**src/common/timer_pkg.sv**
```systemverilog
`default_nettype none

package timer_pkg;

    localparam int NUM_CHANNELS = 4;
    localparam int CH_IDX_W     = 2;
    localparam int COUNT_W      = 32;
    localparam int PRESCALE_W   = 16;

    // channel operating modes.
    typedef enum logic [1:0] {
        MODE_OFF      = 2'd0,
        MODE_ONE_SHOT = 2'd1,
        MODE_PERIODIC = 2'd2,
        MODE_PWM      = 2'd3
    } timer_mode_e;

    // writable register fields.
    typedef enum logic [2:0] {
        FIELD_CTRL     = 3'd0,
        FIELD_RELOAD   = 3'd1,
        FIELD_COMPARE  = 3'd2,
        FIELD_PRESCALE = 3'd3,
        FIELD_IRQ_MASK = 3'd4
    } cfg_field_e;

    // one config write.
    // for FIELD_CTRL, data[1:0] is the mode and data[2] requests a start.
    typedef struct packed {
        logic [CH_IDX_W-1:0] ch;
        cfg_field_e          field;
        logic [COUNT_W-1:0]  data;
    } cfg_write_t;

    typedef struct packed {
        timer_mode_e        mode;
        logic [COUNT_W-1:0] reload;
        logic [COUNT_W-1:0] compare;
    } chan_cfg_t;

    typedef struct packed {
        logic [COUNT_W-1:0] count;
        logic               running;
        logic               pwm_out;
    } chan_status_t;

endpackage

`default_nettype wire

```
**src/hdl/irq_collector.sv**
```systemverilog
`timescale 1ns/10ps
`default_nettype none

module irq_collector (
    input  wire logic                               clk,
    input  wire logic                               rst_n,
    input  wire logic [timer_pkg::NUM_CHANNELS-1:0] timeout,
    input  wire logic [timer_pkg::NUM_CHANNELS-1:0] irq_mask,
    input  wire logic                               irq_clear,
    input  wire logic [timer_pkg::NUM_CHANNELS-1:0] irq_clear_mask,
    output logic [timer_pkg::NUM_CHANNELS-1:0]      irq_status,
    output logic                                    irq
);

    import timer_pkg::*;

    logic [NUM_CHANNELS-1:0] clr_bits;
    logic [NUM_CHANNELS-1:0] status_next;

    assign clr_bits = irq_clear ? irq_clear_mask : '0;

    // set wins over clear in the same cycle.
    assign status_next = (irq_status & ~clr_bits) | timeout;

    always_ff @(posedge clk or negedge rst_n) begin
        if (!rst_n) begin
            irq_status <= '0;
            irq        <= 1'b0;
        end else begin
            irq_status <= status_next;
            irq        <= |(irq_status & irq_mask);
        end
    end

endmodule

`default_nettype wire

```
**src/hdl/tick_gen.sv**
```systemverilog
`timescale 1ns/10ps
`default_nettype none

module tick_gen (
    input  wire logic                             clk,
    input  wire logic                             rst_n,
    input  wire logic [timer_pkg::PRESCALE_W-1:0] prescale,
    output logic                                  tick
);

    import timer_pkg::*;

    logic [PRESCALE_W-1:0] div_cnt;
    logic [PRESCALE_W-1:0] period_q;
    logic                  wrap;

    assign wrap = (div_cnt == period_q);

    // the divider value is only picked up at a wrap.
    always_ff @(posedge clk or negedge rst_n) begin
        if (!rst_n) begin
            div_cnt  <= '0;
            period_q <= '0;
            tick     <= 1'b0;
        end else begin
            tick <= wrap;
            if (wrap) begin
                div_cnt  <= '0;
                period_q <= prescale;
            end else begin
                div_cnt <= div_cnt + 1'b1;
            end
        end
    end

endmodule

`default_nettype wire

```
**src/hdl/timer_bank_top.sv**
```systemverilog
`timescale 1ns/10ps
`default_nettype none

module timer_bank_top (
    input  wire logic                                               clk,
    input  wire logic                                               rst_n,
    input  wire logic                                               cfg_valid,
    input  wire timer_pkg::cfg_write_t                              cfg,
    input  wire logic                                               irq_clear,
    input  wire logic [timer_pkg::NUM_CHANNELS-1:0]                 irq_clear_mask,
    output timer_pkg::chan_status_t [timer_pkg::NUM_CHANNELS-1:0]   status,
    output logic [timer_pkg::NUM_CHANNELS-1:0]                      timeout,
    output logic [timer_pkg::NUM_CHANNELS-1:0]                      irq_status,
    output logic                                                    irq
);

    import timer_pkg::*;

    chan_cfg_t [NUM_CHANNELS-1:0] chan_cfg;
    logic [NUM_CHANNELS-1:0]      start;
    logic [NUM_CHANNELS-1:0]      stop;
    logic [PRESCALE_W-1:0]        prescale;
    logic [NUM_CHANNELS-1:0]      irq_mask;
    logic                         tick;

    tick_gen u_tick_gen (
        .clk      (clk),
        .rst_n    (rst_n),
        .prescale (prescale),
        .tick     (tick)
    );

    timer_cfg_regs u_cfg_regs (
        .clk       (clk),
        .rst_n     (rst_n),
        .cfg_valid (cfg_valid),
        .cfg       (cfg),
        .chan_cfg  (chan_cfg),
        .start     (start),
        .stop      (stop),
        .prescale  (prescale),
        .irq_mask  (irq_mask)
    );

    // all channels share the one tick.
    for (genvar i = 0; i < NUM_CHANNELS; i++) begin : g_chan
        timer_channel u_chan (
            .clk      (clk),
            .rst_n    (rst_n),
            .tick     (tick),
            .chan_cfg (chan_cfg[i]),
            .start    (start[i]),
            .stop     (stop[i]),
            .status   (status[i]),
            .timeout  (timeout[i])
        );
    end

    irq_collector u_irq (
        .clk            (clk),
        .rst_n          (rst_n),
        .timeout        (timeout),
        .irq_mask       (irq_mask),
        .irq_clear      (irq_clear),
        .irq_clear_mask (irq_clear_mask),
        .irq_status     (irq_status),
        .irq            (irq)
    );

endmodule

`default_nettype wire

```
**src/hdl/timer_cfg_regs.sv**
```systemverilog
`timescale 1ns/10ps
`default_nettype none

module timer_cfg_regs (
    input  wire logic                                               clk,
    input  wire logic                                               rst_n,
    input  wire logic                                               cfg_valid,
    input  wire timer_pkg::cfg_write_t                              cfg,
    output timer_pkg::chan_cfg_t [timer_pkg::NUM_CHANNELS-1:0]      chan_cfg,
    output logic [timer_pkg::NUM_CHANNELS-1:0]                      start,
    output logic [timer_pkg::NUM_CHANNELS-1:0]                      stop,
    output logic [timer_pkg::PRESCALE_W-1:0]                        prescale,
    output logic [timer_pkg::NUM_CHANNELS-1:0]                      irq_mask
);

    import timer_pkg::*;

    timer_mode_e        mode_q    [NUM_CHANNELS];
    logic [COUNT_W-1:0] reload_q  [NUM_CHANNELS];
    logic [COUNT_W-1:0] compare_q [NUM_CHANNELS];

    logic               ctrl_wr;
    logic               reload_wr;
    logic               compare_wr;
    logic               prescale_wr;
    logic               mask_wr;
    timer_mode_e        wr_mode;
    logic               wr_start;

    // field decode.
    assign ctrl_wr     = cfg_valid && (cfg.field == FIELD_CTRL);
    assign reload_wr   = cfg_valid && (cfg.field == FIELD_RELOAD);
    assign compare_wr  = cfg_valid && (cfg.field == FIELD_COMPARE);
    assign prescale_wr = cfg_valid && (cfg.field == FIELD_PRESCALE);
    assign mask_wr     = cfg_valid && (cfg.field == FIELD_IRQ_MASK);

    assign wr_mode  = timer_mode_e'(cfg.data[1:0]);
    assign wr_start = cfg.data[2];

    // control state and the one-cycle start/stop pulses.
    always_ff @(posedge clk or negedge rst_n) begin
        if (!rst_n) begin
            for (int i = 0; i < NUM_CHANNELS; i++) begin
                mode_q[i] <= MODE_OFF;
            end
            start    <= '0;
            stop     <= '0;
            prescale <= '0;
            irq_mask <= '0;
        end else begin
            start <= '0;
            stop  <= '0;
            if (ctrl_wr) begin
                mode_q[cfg.ch] <= wr_mode;
                if (wr_mode == MODE_OFF) begin
                    stop[cfg.ch] <= 1'b1;
                end else if (wr_start) begin
                    start[cfg.ch] <= 1'b1;
                end
            end
            // global fields, channel index is don't care.
            if (prescale_wr) begin
                prescale <= cfg.data[PRESCALE_W-1:0];
            end
            if (mask_wr) begin
                irq_mask <= cfg.data[NUM_CHANNELS-1:0];
            end
        end
    end

    // reload and compare values.
    always_ff @(posedge clk) begin
        if (reload_wr) begin
            reload_q[cfg.ch] <= cfg.data;
        end
        if (compare_wr) begin
            compare_q[cfg.ch] <= cfg.data;
        end
    end

    always_comb begin
        for (int i = 0; i < NUM_CHANNELS; i++) begin
            chan_cfg[i].mode    = mode_q[i];
            chan_cfg[i].reload  = reload_q[i];
            chan_cfg[i].compare = compare_q[i];
        end
    end

endmodule

`default_nettype wire

```
**src/timer/timer_channel.sv**
```systemverilog
`timescale 1ns/10ps
`default_nettype none

module timer_channel (
    input  wire logic                 clk,
    input  wire logic                 rst_n,
    input  wire logic                 tick,
    input  wire timer_pkg::chan_cfg_t chan_cfg,
    input  wire logic                 start,
    input  wire logic                 stop,
    output timer_pkg::chan_status_t   status,
    output logic                      timeout
);

    import timer_pkg::*;

    logic [COUNT_W-1:0] count;
    logic               running;
    logic               pwm_out;
    timer_mode_e        act_mode;

    logic               count_zero;
    logic               reload_now;
    logic               pwm_level;

    assign count_zero = (count == '0);

    // end of a pass through zero that restarts the count.
    assign reload_now = (act_mode == MODE_PERIODIC) || (act_mode == MODE_PWM);

    // compare is read straight from the config, so a new value acts at once.
    assign pwm_level = running && (act_mode == MODE_PWM) && (count < chan_cfg.compare);

    always_ff @(posedge clk or negedge rst_n) begin
        if (!rst_n) begin
            count    <= '0;
            running  <= 1'b0;
            act_mode <= MODE_OFF;
            timeout  <= 1'b0;
            pwm_out  <= 1'b0;
        end else begin
            timeout <= 1'b0;
            pwm_out <= pwm_level;
            if (stop) begin
                count    <= '0;
                running  <= 1'b0;
                act_mode <= MODE_OFF;
            end else if (start) begin
                count    <= chan_cfg.reload;
                running  <= 1'b1;
                act_mode <= chan_cfg.mode;
            end else if (tick && running) begin
                if (!count_zero) begin
                    count <= count - 1'b1;
                end else begin
                    timeout <= 1'b1;
                    if (reload_now) begin
                        // a pending mode write takes over here.
                        count    <= chan_cfg.reload;
                        act_mode <= chan_cfg.mode;
                    end else begin
                        running <= 1'b0;
                    end
                end
            end
        end
    end

    assign status.count   = count;
    assign status.running = running;
    assign status.pwm_out = pwm_out;

endmodule

`default_nettype wire
```
**config.mk**
```make
export PLATFORM = sky130hd
export DESIGN_NAME = timer_bank_top
export DESIGN_NICKNAME = d
export VERILOG_FILES = /design/src/common/timer_pkg.sv /design/src/hdl/irq_collector.sv /design/src/hdl/tick_gen.sv /design/src/hdl/timer_bank_top.sv /design/src/hdl/timer_cfg_regs.sv /design/src/timer/timer_channel.sv
export SDC_FILE = /design/constraint.sdc
export NUM_CORES = 1
export LEC_CHECK = 0
export ABC_CLOCK_PERIOD_IN_PS = 3120
export BUFFER_PORTS_ARGS = -buffer_cell sky130_fd_sc_hd__buf_2
export CAP_MARGIN = 20
export CORE_MARGIN = 10
export CORE_UTILIZATION = 60
export CTS_CLUSTER_SIZE = 28
export DETAILED_ROUTE_END_ITERATION = 8
export PLACE_DENSITY = 0.8
export SETUP_SLACK_MARGIN = 0.4
export SLEW_MARGIN = 30
export SYNTH_ARGS = -nofsm -noshare
export SYNTH_HDL_FRONTEND = slang
export SYNTH_SLANG_ARGS = --single-unit
```
**constraint.sdc**
```tcl
create_clock -name clk -period 3.12 [get_ports clk]
set_input_delay 0.312 -clock clk [delete_from_list [all_inputs] [get_ports clk]]
set_output_delay 0.312 -clock clk [all_outputs]
set_load 0.05 [all_outputs]
```
* Word level (Yosys, flattened, before mapping)
Memory sizes are Yosys's and may differ from the RTL's.
Cells that the tools add are included.
** Operators by class
- $add $sub $neg :: 5
- Magnitude comparators :: 8
- Equal/unequal tests :: 21
- Mux-type cells :: 92
- Bitwise operators :: 5
- Reductions and logical operators :: 54
** Operators with widths (count)
- 2-to-1 mux 32 bit :: 20
- logical NOT 32 bit :: 4
- < comparator 32 bit :: 4
- subtractor 32 x 1 -> 32 bit, second input constant :: 4
- 2-to-1 mux 2 bit :: 21
- 2-to-1 mux 1 bit :: 41
- nonzero test 3 bit :: 12
- 2-to-1 mux 4 bit :: 6
- AND reduction 3 bit :: 8
- logical AND 1 bit :: 19
- adder 16 x 1 -> 16 bit, second input constant :: 1
- == test 16 bit :: 1
- == test 2 bit, second input constant :: 8
- 2-to-1 mux 16 bit :: 1
- inequality test 4 bit, second input constant :: 4
- inequality test 3 bit, second input constant :: 4
- bitwise AND 4 bit :: 2
- bitwise mux 8 bit :: 1
- AND reduction 2 bit :: 4
- == test 3 x 2 -> 1 bit, second input constant :: 2
- demux 2 bit (select 2 bit) :: 1
- logical OR 1 bit :: 4
- inverter 4 bit :: 1
- bitwise OR 4 bit :: 1
- 11 further kinds :: 11
** Storage, ports and cells
- Flip-flop bits (word level) :: 222
- Bits in writable memories :: 256
- Input bits :: 45
- Output and inout bits :: 145
- Memories kept :: 2
** Memory list
- u_cfg_regs.compare_q :: depth 4, width 32, read ports 4, clocked after memory_dff 0, write ports 1, line timer_cfg_regs.sv:20 : logic [COUNT_W-1:0] compare_q [NUM_CHANNELS];
- u_cfg_regs.reload_q :: depth 4, width 32, read ports 4, clocked after memory_dff 0, write ports 1, line timer_cfg_regs.sv:19 : logic [COUNT_W-1:0] reload_q [NUM_CHANNELS];

* Depth between registers and ports, before layout
Gate-level depths: netlist (run 1).
- Depth in word-level cells :: 7
- Mapped depth :: 10
- Mapped depth without buffers :: 8

* Hierarchy
From an unflattened synthesis (run 1), not the netlist that was laid out.
** Second synthesis, totals
- Cells, all modules :: 2108
- Area total of the unflattened synthesis :: 23691.5 um^2
** By module, submodules not included
- timer_channel (g_chan[0].u_chan ...) :: instances 3, cells an instance 399, area each 3158.0 um^2
- timer_cfg_regs :: instances 1, cells an instance 355, area each 9095.0 um^2
- timer_channel (g_chan[3].u_chan) :: instances 1, cells an instance 409, area each 3323.2 um^2
- tick_gen :: instances 1, cells an instance 131, area each 1610.3 um^2
- irq_collector :: instances 1, cells an instance 16, area each 188.9 um^2

* Least setup slack after synthesis (run 1)
OpenSTA, ideal clock, no wires.
- Path type :: in2reg
- From :: input cfg_valid
- To :: memory u_cfg_regs.compare_q[0][0] (enable)
- Setup time :: 0.461 ns
- Arrival :: 2.887 ns
- Data required time :: 2.659 ns
- Path slack :: -0.228 ns
- Stages :: 3
- Path buffers :: 0
- Cell sequence :: nor2b_1 nand3b_1 nor3_1
** Between the ends
- Cells in the longest elaborated chain, start to end :: 3
** Ends and longest elaborated chain
- start, declared :: line timer_bank_top.sv:7 : input wire logic cfg_valid,
- logical AND 1 bit :: line timer_cfg_regs.sv:33 : assign compare_wr = cfg_valid && (cfg.field == FIELD_COMPARE);
- 2-to-1 mux 1 bit :: line timer_cfg_regs.sv:76 : if (compare_wr) begin
- 2-to-1 mux 1 bit (implied by the code) :: line timer_cfg_regs.sv:77 : compare_q[cfg.ch] <= cfg.data;
- end, declared :: line timer_cfg_regs.sv:20
No other way between the ends.

* Worst setup path after layout (run 1)
- From :: register g_chan[0].u_chan.count[22]
- To :: register g_chan[0].u_chan.count[7]
** Between the ends
- Cells in the longest elaborated chain, start to end :: 5
** Ends and longest elaborated chain
- start, declared :: line timer_channel.sv:17 : logic [COUNT_W-1:0] count;
- start signal, assigned :: line timer_channel.sv:49 : count <= chan_cfg.reload;
- start signal, assigned :: line timer_channel.sv:54 : count <= count - 1'b1;
- start signal, assigned :: line timer_channel.sv:59 : count <= chan_cfg.reload;
- logical NOT 32 bit * :: line timer_channel.sv:26 : assign count_zero = (count == '0);
- 2-to-1 mux 32 bit :: line timer_channel.sv:53 : if (!count_zero) begin
- 2-to-1 mux 32 bit :: line timer_channel.sv:52 : end else if (tick && running) begin
- 2-to-1 mux 32 bit :: line timer_channel.sv:48 : end else if (start) begin
- 2-to-1 mux 32 bit :: line timer_channel.sv:44 : if (stop) begin
Every way passes the cells marked *; elsewhere a longest branch is shown, timed or not. The select of a mux whose other input is x is not followed.
A chain may end at the register's enable or synchronous reset.

==> impl_metrics.tcl, run 1 <==
set metrics [dict create \
    p_per_area_nw_per_um2 957 \
    cts.clk_slew.worst_paths_ns 0.06 \
    max-clock-path-buffers 3 \
    clk_root_buffer_cell "sky130_fd_sc_hd__clkbuf_16" \
    ctsHtreeMaxLevel 2 \
    slew-limit-headroom 0.389 \
    routed_via_density 6.47 \
    drt-pass1-iter-count 5 \
    areaGrowthSynthToFinish_pct 15.5 \
    grt_max_degree 77 \
    final_common_cell "sky130_fd_sc_hd__edfxtp_1" \
    total_length_of_routed_wires_um 69200 \
    synth_sequential_area_ratio 0.565 \
    cts-buffers-inserted 50 \
    synth.distinct_cells 73 \
    grt-ovfl-total 0 \
    dr_total_vias 18700 \
    critPathCaptureType "flop" \
    grt_util_all_layers 0.285 \
    die_w_um 218 \
    clkSinkCount 478 \
    vdd.ir_drop.worst_mv 0.573 \
    tritoncts "done" \
    post_synth_instance_area_sq_um 23500 \
    critical_path.most_common_cell "sky130_fd_sc_hd__or4_4" \
    final_layout_size_suffix_gt1_frac 0.184 \
    wl_per_cell_um 24.0 \
    postSynthNetCount 2282 \
    number_of_nets_in_the_layout 2503 \
    num_io_pins 190 \
    floorplan.rows 72 \
    power.static_leakage_uw 0.0118 \
    buffer_ports.inserted 189 \
    synthArstFlopShare 0.464 \
    setup_viol 0 \
    period_minus_slack_ns 2.66 \
    gp_congestion 0.951 \
    postSynthCellCount 2104 \
    ff_latch_area_sq_um 13200 \
    ys_ff_latch 478 \
    grt_first_pass_wirelength_um 105000 \
    reg2regPathDepth 6 \
    chipHeight_um 218 \
    fin_crit_sh 0.853 \
    fill_cells 2726 \
    drv_slew 0 \
    multi_input_area_sq_um 9320 \
    final_critical_path_setup_slack_ns 0.459 \
    dp.final_hpwl_um 46000 \
    start_util 0.607 \
    synth-edff-count 256 \
    clock_skew_ns 0.0114 \
    rsz0062_at_grt "true" \
    dp_slack_ns 0.312 \
    timing.critical_path.cells "or4_4, or4_4, o31ai_2, buf_4, o21ai_0, a22o_1" \
    critical_path.max_stage_delay_ns 0.59 \
    worstHoldPathCells 3 \
    fp.coreArea_sq_um 38600 \
    hold_violations 0 \
    worst-slew-pin-transition_ns 0.914 \
    yosys_warnings 0 \
    postSynth.topFlopCell "sky130_fd_sc_hd__edfxtp_1" \
    status "completed" \
    worstHoldPathType "in -> reg" \
    crit_fanout 8 \
    die-area_sq_um 47400 \
    drcViolationCount 0 \
    worst-setup-path-type "reg -> reg" \
    critical_path.startpoint_type "flop" \
    grt_antenna_before_repair 2 \
    timing.setup.tns_ns 0 \
    max_clock_freq_mhz 376 \
    clkLatencyLatePin_ns 0.59 \
    timing.critical_path.required_ns 3.60 \
    worst_path_max_delay_cell "sky130_fd_sc_hd__or4_4" \
    detail_route.iter0.violations 2459 \
    vias_in_the_first_global_route 18200 \
    mean_area_per_synthesized_cell_sq_um 11.1 \
    arrival_ns 3.14 \
    final_antenna_net_count 0 \
    layout_common_cells "256 x sky130_fd_sc_hd__edfxtp_1, 218 x sky130_fd_sc_hd__dfrtp_1, 188 x sky130_fd_sc_hd__buf_2, 176 x sky130_fd_sc_hd__nor2_1, 167 x sky130_fd_sc_hd__o21ai_0" \
    cap_viol_max_count 0 \
    finalCoreUtilization 0.701 \
]
-- synth_stat cells (6+ instances only) --
cell type,number,area [sq um]
sky130_fd_sc_hd__ha_1,133,1660
sky130_fd_sc_hd__and3_1,6,37.5
sky130_fd_sc_hd__nand3_1,26,130
sky130_fd_sc_hd__o41ai_1,9,78.8
sky130_fd_sc_hd__a22oi_1,19,143
sky130_fd_sc_hd__and2_1,7,43.8
sky130_fd_sc_hd__o2bb2ai_1,52,455
sky130_fd_sc_hd__o31ai_1,16,120
sky130_fd_sc_hd__a31oi_1,8,50.1
sky130_fd_sc_hd__or3_1,24,150
sky130_fd_sc_hd__clkbuf_1,63,236
sky130_fd_sc_hd__or2_2,11,68.8
sky130_fd_sc_hd__buf_6,8,90.1
sky130_fd_sc_hd__xnor2_1,18,158
sky130_fd_sc_hd__a22o_1,19,166
sky130_fd_sc_hd__o21ai_1,18,90.1
sky130_fd_sc_hd__inv_1,156,586
sky130_fd_sc_hd__nor2b_1,12,75.1
sky130_fd_sc_hd__a211oi_1,10,75.1
sky130_fd_sc_hd__nor3b_1,12,90.1
sky130_fd_sc_hd__mux2i_1,14,140
sky130_fd_sc_hd__a32oi_1,6,52.6
sky130_fd_sc_hd__buf_2,11,55.1
sky130_fd_sc_hd__nand2_1,77,289
sky130_fd_sc_hd__edfxtp_1,256,7690
sky130_fd_sc_hd__or4_1,7,52.6
sky130_fd_sc_hd__nand3b_1,10,75.1
sky130_fd_sc_hd__o22ai_1,17,106
sky130_fd_sc_hd__a311oi_1,6,52.6
sky130_fd_sc_hd__xor2_1,13,114
sky130_fd_sc_hd__buf_4,13,97.6
sky130_fd_sc_hd__mux2_2,44,495
sky130_fd_sc_hd__nor2_1,182,683
sky130_fd_sc_hd__o21ai_0,167,836
sky130_fd_sc_hd__o211ai_1,9,67.6
sky130_fd_sc_hd__nor3_1,91,455
sky130_fd_sc_hd__o21a_1,6,45.0
sky130_fd_sc_hd__nand2b_1,12,75.1
sky130_fd_sc_hd__a21o_1,14,105
sky130_fd_sc_hd__dfrtp_1,222,5560
sky130_fd_sc_hd__a21oi_1,136,681
sky130_fd_sc_hd__nand4_1,46,288
sky130_fd_sc_hd__nor4_1,56,350
-- cell families after synthesis --
logic type | after synthesis | share of synthesized area
mux | 58 | 0.0271
simple gates | 608 | 0.135
fa+ha+maj | 133 | 0.0710
buf+inv | 256 | 0.0463
flops | 478 | 0.565
xor+xnor | 31 | 0.0116
compound gates | 540 | 0.145
-- sequential cells by signal, summed over array words and instances, names as in the netlist, 8 cells and up --
| register | flops |
|---|---|
| g_chan.u_chan.act_mode | 8 |
| g_chan.u_chan.count | 128 |
| u_cfg_regs.chan_cfg | 8 |
| u_cfg_regs.compare_q | 128 |
| u_cfg_regs.prescale | 16 |
| u_cfg_regs.reload_q | 128 |
| u_tick_gen.div_cnt | 16 |
| u_tick_gen.period_q | 16 |
-- path summary, 6_finish.rpt --
| kind | slack [ns] | end | startpoint |
|---|---|---|---|
| max in group asynchronous | 1.97 | g_chan[0].u_chan.count[18] | rst_n |
| min in group asynchronous | 0.24 | g_chan[3].u_chan.count[29] | rst_n |
| hold / removal | 0.02 | u_irq.irq_status[1] | irq_clear_mask[1] |
| setup / recovery | 0.46 | g_chan[0].u_chan.count[7] | g_chan[0].u_chan.count[22] |
| setup reg to reg | 0.46 | g_chan[0].u_chan.count[7] | g_chan[0].u_chan.count[22] |
| hold reg to reg | 0.46 | u_irq.irq_status[1] | g_chan[1].u_chan.timeout |
-- repair_timing --
action,4_1_cts,5_1_grt
hold buffers,4,0
pin swaps,1,4
setup buffers,0,10
endpoints found under the setup margin,20,114
resized for setup,5,22
gates cloned,0,1
endpoints found under the hold margin,55,0
-- per-stage QoR --
step	instances	hold slack (ns)	area, sq um	total power [uW]
after global placement	2776	0.279	25200	19200
after detailed placement	2776	0.279	25200	19600
after global routing	2884	0.0140	27100	27300
final	2887	0.0210	27100	25900
after floorplan	2104	0.0164	23500	16400
after CTS	2873	0.00490	26900	25600
-- worst max-delay path, delay by kind of cell, from the launching register on --
family | cells | cell delay (ns)
AOI/OAI and AO/OA | 3 | 0.73
DFF | 1 | 0.45
buffers and inverters | 1 | 0.23
and+or+nand+nor | 2 | 1.14
-- area by class of cell --
class                           instances  share of cell area
Multi-Input combinational cell       1371               0.344
Clock buffer                           78              0.0543
Tap cell                              518              0.0239
Sequential cell                       478               0.489
Timing Repair Buffer                  268              0.0610
Clock inverter                         15             0.00559
Antenna cell                            3            0.000277
Inverter                              156              0.0216
-- metal layers --
layer	wire length, um	vias up	global-route usage
met5	0	-	0
met4	3520	0	0.142
met3	6400	190	0.0521
met2	32400	986	0.452
met1	26900	9186	0.370
li1	-	8308	-
-- where the power goes --
group	leakage (uW)	internal (uW)	switching (uW)	total, uW
registers	0.00526	7490	1310	8800
logic	0.00569	3710	7450	11200
clock network	0.000796	3480	2470	5950
Power figures use the tool's default switching activity.
==> run 2: changes to the inputs <==
==> constraint.sdc (replaced) <==
create_clock -name clk -period 3.12 [get_ports clk]
set_input_delay 0 -clock clk [delete_from_list [all_inputs] [get_ports clk]]
set_output_delay 0 -clock clk [all_outputs]
set_load 0.05 [all_outputs]
==> impl_metrics.tcl, run 2 (synthesis results as in run 1) <==
set metrics [dict create \
    slew-limit-headroom 0.398 \
    areaGrowthSynthToFinish_pct 18.6 \
    period_minus_slack_ns 2.72 \
    pwr-share-seq 0.334 \
    buffer_ports.inserted 189 \
    total_power_uw 26300 \
    start_util 0.607 \
    post_dp_cell_area_sq_um 25200 \
    final_common_cell "sky130_fd_sc_hd__edfxtp_1" \
    drv_slew 0 \
    timing.setup.tns_ns 0 \
    total_length_of_routed_wires_um 70400 \
    clock_skew_ns 0.0121 \
    setup_viol 0 \
    clk_root_buffer_cell "sky130_fd_sc_hd__clkbuf_16" \
    worst_path_max_delay_cell "sky130_fd_sc_hd__or4_4" \
    drcViolationCount 0 \
    finalCoreUtilization 0.720 \
    grt-ovfl-total 0 \
    sw_frac_of_total 0.431 \
    hold_violations 6 \
    grt_antenna_before_repair 4 \
    largestRegisters "g_chan.u_chan.count x128, u_cfg_regs.compare_q x128, u_cfg_regs.reload_q x128" \
    critical_path.max_stage_delay_ns 0.64 \
    drt-pass1-iter-count 6 \
    grt_first_pass_wirelength_um 106000 \
    power.share.clock 0.237 \
    chipHeight_um 218 \
    status "complete, but fails checks" \
    tritoncts "done" \
    grt_util_all_layers 0.288 \
    power.static_leakage_uw 0.0121 \
    num_io_pins 190 \
    worst-slew-pin-transition_ns 0.900 \
    cellInternalPower_uw 15000 \
    timing.critical_path.required_ns 3.59 \
    max_clock_freq_mhz 367 \
    timing.critical_path.cells "or4_4, or4_4, o31ai_4, buf_4, clkbuf_16, nor3_1, a21oi_1, o22ai_1" \
    clkLatencyLatePin_ns 0.59 \
    dp.final_hpwl_um 45900 \
    routed_via_density 6.45 \
    net-switching-power_uw 11300 \
    final_antenna_net_count 0 \
    die-area_sq_um 47400 \
    worstHoldPathType "in -> async" \
    cts.clk_slew.worst_paths_ns 0.06 \
    critical_path.most_common_cell "sky130_fd_sc_hd__or4_4" \
    critical_path.startpoint_type "flop" \
    wl_per_cell_um 23.9 \
    clkSinkCount 478 \
    fill_cells 2574 \
    fin_worst_hold_slack_ns -0.0169 \
    grt_max_degree 98 \
    detail_route.iter0.violations 2404 \
    gp_congestion 0.959 \
    floorplan.rows 72 \
    fp.coreArea_sq_um 38600 \
    ctsHtreeMaxLevel 2 \
    stdcell_area_sq_um 27800 \
    final_layout_size_suffix_gt1_frac 0.191 \
    p_per_area_nw_per_um2 945 \
    combinationalPowerShare 0.429 \
    crit_fanout 12 \
    arrival_ns 3.19 \
    cp_top_family "simple AND/OR/NAND/NOR gates" \
    layout_common_cells "256 x sky130_fd_sc_hd__edfxtp_1, 218 x sky130_fd_sc_hd__dfrtp_1, 189 x sky130_fd_sc_hd__buf_2, 176 x sky130_fd_sc_hd__nor2_1, 166 x sky130_fd_sc_hd__o21ai_0" \
    cts-buffers-inserted 49 \
    critPathBufInv 2 \
    worst-setup-path-type "reg -> reg" \
    number_of_nets_in_the_layout 2564 \
    vias_in_the_first_global_route 18200 \
    critPathCaptureType "flop" \
    violated_checks "negative hold slack" \
    max-clock-path-buffers 3 \
    rsz0062_at_grt "true" \
    vdd.ir_drop.worst_mv 0.574 \
    die_w_um 218 \
    fin_crit_sh 0.873 \
    dr_total_vias 19000 \
    cap_viol_max_count 0 \
]
-- run 2: cell count changes in the layout (fill, tap and decap cells not counted), moves of 3 or more --
cell                            change
sky130_fd_sc_hd__buf_4             +14
sky130_fd_sc_hd__clkbuf_16          +3
sky130_fd_sc_hd__clkbuf_8           +3
sky130_fd_sc_hd__dlygate4sd3_1     +47
sky130_fd_sc_hd__clkbuf_1           -7
-- run 2: metal layers --
metal / share of wire / track usage
met1: 0.38 / 0.387
met2: 0.46 / 0.447
met3: 0.11 / 0.0533
met4: 0.048 / 0.133
met5: 0 / 0
-- run 2: worst paths after layout --
check	from	to	slack, ns	depth (start not counted)
worst min-delay path	rst_n	g_chan[3].u_chan.running	-0.02	2
worst max-delay path	g_chan[0].u_chan.count[22]	g_chan[0].u_chan.count[27]	0.40	8
min in group clk	cfg[32]	u_cfg_regs.irq_mask[2]	0.02	3
worst min register to register	g_chan[1].u_chan.timeout	u_irq.irq_status[1]	0.47	1
worst max register to register	g_chan[0].u_chan.count[22]	g_chan[0].u_chan.count[27]	0.40	8
max in group asynchronous	rst_n	g_chan[0].u_chan.count[18]	2.18	3
-- run 2: power groups by stage --
| stage | registers [uW] | clock network (uW) | logic (uW) |
|---|---|---|---|
| after floorplan | 10500 | 0 | 5910 |
| after global placement | 8770 | 0 | 10400 |
| after detailed placement | 8830 | 0 | 10700 |
| after CTS | 8720 | 6280 | 10900 |
| after global routing | 8890 | 6520 | 12200 |
| final | 8790 | 6220 | 11300 |
-- run 2: stage by stage --
step           setup slack (ns)  cells
2_1_floorplan             0.407   2104
3_3_place_gp              0.410   2781
3_5_place_dp              0.327   2781
4_1_cts                   0.406   2924
5_1_grt                   0.353   2945
6_report                  0.396   2946
-- run 2: final cells by class --
type	instances	area (sq um)	area share
diodes	1	2.50	0.0000900
clock inverters	17	216	0.00778
repair buffers	331	2270	0.0817
well taps	518	648	0.0233
multi-input cells	1370	9320	0.335
inverters	156	586	0.0211
clock buffers	75	1510	0.0543
flip-flops and latches	478	13200	0.476
-- run 2: repair_timing --
| action | CTS | global route |
|---|---|---|
| pin swaps | 1 | 7 |
| setup endpoints to repair | 35 | 120 |
| buffers inserted | 0 | 17 |
| endpoints found under the hold margin | 379 | 0 |
| resized for setup | 6 | 28 |
| gates cloned | 0 | 4 |
| hold buffers | 51 | 0 |
==> run 3: changes to the inputs <==
--- a/config.mk
+++ b/config.mk
@@ -14,5 +14,5 @@
 export DETAILED_ROUTE_END_ITERATION = 8
 export PLACE_DENSITY = 0.8
-export SETUP_SLACK_MARGIN = 0.4
+export SETUP_SLACK_MARGIN = 0.3
 export SLEW_MARGIN = 30
 export SYNTH_ARGS = -nofsm -noshare
==> constraint.sdc (replaced) <==
create_clock -name clk -period 3.12 [get_ports clk]
set_input_delay 0 -clock clk [delete_from_list [all_inputs] [get_ports clk]]
set_output_delay 0 -clock clk [all_outputs]
set_load 0.01 [all_outputs]
==> impl_metrics.tcl, run 3 (synthesis results as in run 1) <==
set metrics [dict create \
    slew-limit-headroom 0.352 \
    timing.critical_path.required_ns 3.57 \
    final_antenna_net_count 0 \
    setup_viol 0 \
    reg2reg_setup_slack_ns 0.40 \
    finalNonFillerCells 2933 \
    drv_slew 0 \
    arrival_ns 3.18 \
    clkSinkCount 478 \
    number_of_nets_in_the_layout 2551 \
    layout_common_cells "256 x sky130_fd_sc_hd__edfxtp_1, 222 x sky130_fd_sc_hd__dfrtp_1, 188 x sky130_fd_sc_hd__buf_2, 176 x sky130_fd_sc_hd__nor2_1, 166 x sky130_fd_sc_hd__o21ai_0" \
    rsz0062_at_grt "true" \
    clkLatencyLatePin_ns 0.58 \
    grt_first_pass_wirelength_um 109000 \
    buffer_ports.inserted 189 \
    clock_skew_ns 0.0156 \
    ff_latch_area_sq_um 13200 \
    status "completed" \
    areaGrowthSynthToFinish_pct 16.8 \
    floorplan.rows 72 \
    timing.setup.tns_ns 0 \
    num_io_pins 190 \
    vias_in_the_first_global_route 18800 \
    dp_slack_ns 0.341 \
    grt_max_degree 85 \
    chipHeight_um 218 \
    post_dp_cell_area_sq_um 25200 \
    grt_antenna_before_repair 8 \
    max_clock_freq_mhz 367 \
    period_minus_slack_ns 2.72 \
    routed_via_density 6.55 \
    die_w_um 218 \
    stdcell_area_sq_um 27400 \
    crit_fanout 12 \
    dp.final_hpwl_um 46400 \
    p_per_area_nw_per_um2 872 \
    die-area_sq_um 47400 \
    timing.critical_path.cells "or4_4, or4_4, o31ai_2, buf_4, a21oi_1, o21ai_0, o21ai_1" \
    worst-setup-path-type "reg -> reg" \
    start_util 0.607 \
    critPathCaptureType "flop" \
    critical_path.startpoint_type "flop" \
    cts.clk_slew.worst_paths_ns 0.06 \
    final_common_cell "sky130_fd_sc_hd__edfxtp_1" \
    wl_per_cell_um 24.2 \
    critical_path.max_stage_delay_ns 0.58 \
    cts-buffers-inserted 49 \
    largestRegisters "g_chan.u_chan.count x128, u_cfg_regs.compare_q x128, u_cfg_regs.reload_q x128" \
    fin_crit_sh 0.873 \
    place_inst 2786 \
    total_length_of_routed_wires_um 71100 \
    drcViolationCount 0 \
    ctsHtreeMaxLevel 2 \
    fin_worst_hold_slack_ns 0.0548 \
    worstHoldPathType "in -> async" \
    fill_cells 2637 \
    gp_congestion 0.934 \
    cap_viol_max_count 0 \
    final_layout_size_suffix_gt1_frac 0.179 \
    max-clock-path-buffers 3 \
    final_critical_path_setup_slack_ns 0.397 \
    detail_route.iter0.violations 2821 \
    hold_violations 0 \
    power.static_leakage_uw 0.0119 \
    fp.coreArea_sq_um 38600 \
    worst-slew-pin-transition_ns 0.970 \
    clk_root_buffer_cell "sky130_fd_sc_hd__clkbuf_16" \
    grt_util_all_layers 0.295 \
    vdd.ir_drop.worst_mv 0.471 \
    tritoncts "done" \
    dr_total_vias 19200 \
    critical_path.most_common_cell "sky130_fd_sc_hd__or4_4" \
    drt-pass1-iter-count 8 \
    grt-ovfl-total 0 \
    multi_input_area_sq_um 9240 \
    worst_path_max_delay_cell "sky130_fd_sc_hd__or4_4" \
]
-- run 3: cell types whose count changed in the layout (fill, tap and decap cells not counted), moves of 3 or more --
cell                        change
sky130_fd_sc_hd__clkinv_1       +3
sky130_fd_sc_hd__clkbuf_16      -4
sky130_fd_sc_hd__dfrtp_2        -4
sky130_fd_sc_hd__dfrtp_1        +4
sky130_fd_sc_hd__nor3_1         +4
sky130_fd_sc_hd__buf_12         -3
sky130_fd_sc_hd__buf_4          -5
sky130_fd_sc_hd__bufinv_16      -3
sky130_fd_sc_hd__nor3_2         -3
sky130_fd_sc_hd__clkinv_2       +7
sky130_fd_sc_hd__clkbuf_1       -4
sky130_fd_sc_hd__diode_2        +3
-- run 3: report_power, final --
group	total [uW]	leakage, uW	internal [uW]	switching, uW
Combinational	9360	0.00588	3660	5700
Clock	5760	0.000783	3310	2450
Sequential	8770	0.00527	7490	1280
Total	23900	0.0119	14500	9440
-- run 3: layout make-up --
cell class | instances | share of cell area
flip-flops and latches | 478 | 0.483
multi-input cells | 1370 | 0.337
repair buffers | 318 | 0.0771
clock buffers | 67 | 0.0513
well taps | 518 | 0.0237
inverters | 156 | 0.0214
clock inverters | 22 | 0.00575
diodes | 4 | 0.000365
-- run 3: metal layers --
layer	wire, um	GRT usage
met2	32500	0.454
met1	26900	0.388
met5	23	0
met3	8120	0.0684
met4	3600	0.146
-- run 3: repair_timing --
action                                  4_1_cts  5_1_grt
resized for setup                             0        8
hold endpoints to repair                    355        0
hold buffers                                 49        0
setup buffers                                 0        3
endpoints found under the setup margin        0       33
-- run 3: worst paths after layout --
| kind | start | to | cells past startpoint |
|---|---|---|---|
| worst max-delay path | g_chan[0].u_chan.count[22] | g_chan[0].u_chan.count[24] | 7 |
| worst min-delay path | rst_n | g_chan[3].u_chan.count[30] | 2 |
| worst max register to register | g_chan[0].u_chan.count[22] | g_chan[0].u_chan.count[24] | 7 |
| worst min register to register | u_cfg_regs.start[0] | g_chan[0].u_chan.timeout | 1 |
| max in group asynchronous | rst_n | g_chan[1].u_chan.count[9] | 3 |
| min in group clk | cfg[32] | u_cfg_regs.start[3] | 4 |
-- run 3: critical path: cells and delay by family, from the launching register on --
kind,cells,cell delay (ns)
DFF,1,0.45
AOI/OAI and AO/OA,4,0.74
and+or+nand+nor,2,1.15
buffers and inverters,1,0.26
-- run 3: metrics by stage --
step	total power (uW)	utilization
2_1_floorplan	14600	-
3_3_place_gp	17400	0.653
3_5_place_dp	17900	0.653
4_1_cts	23700	0.706
5_1_grt	25300	0.709
6_report	23900	0.709
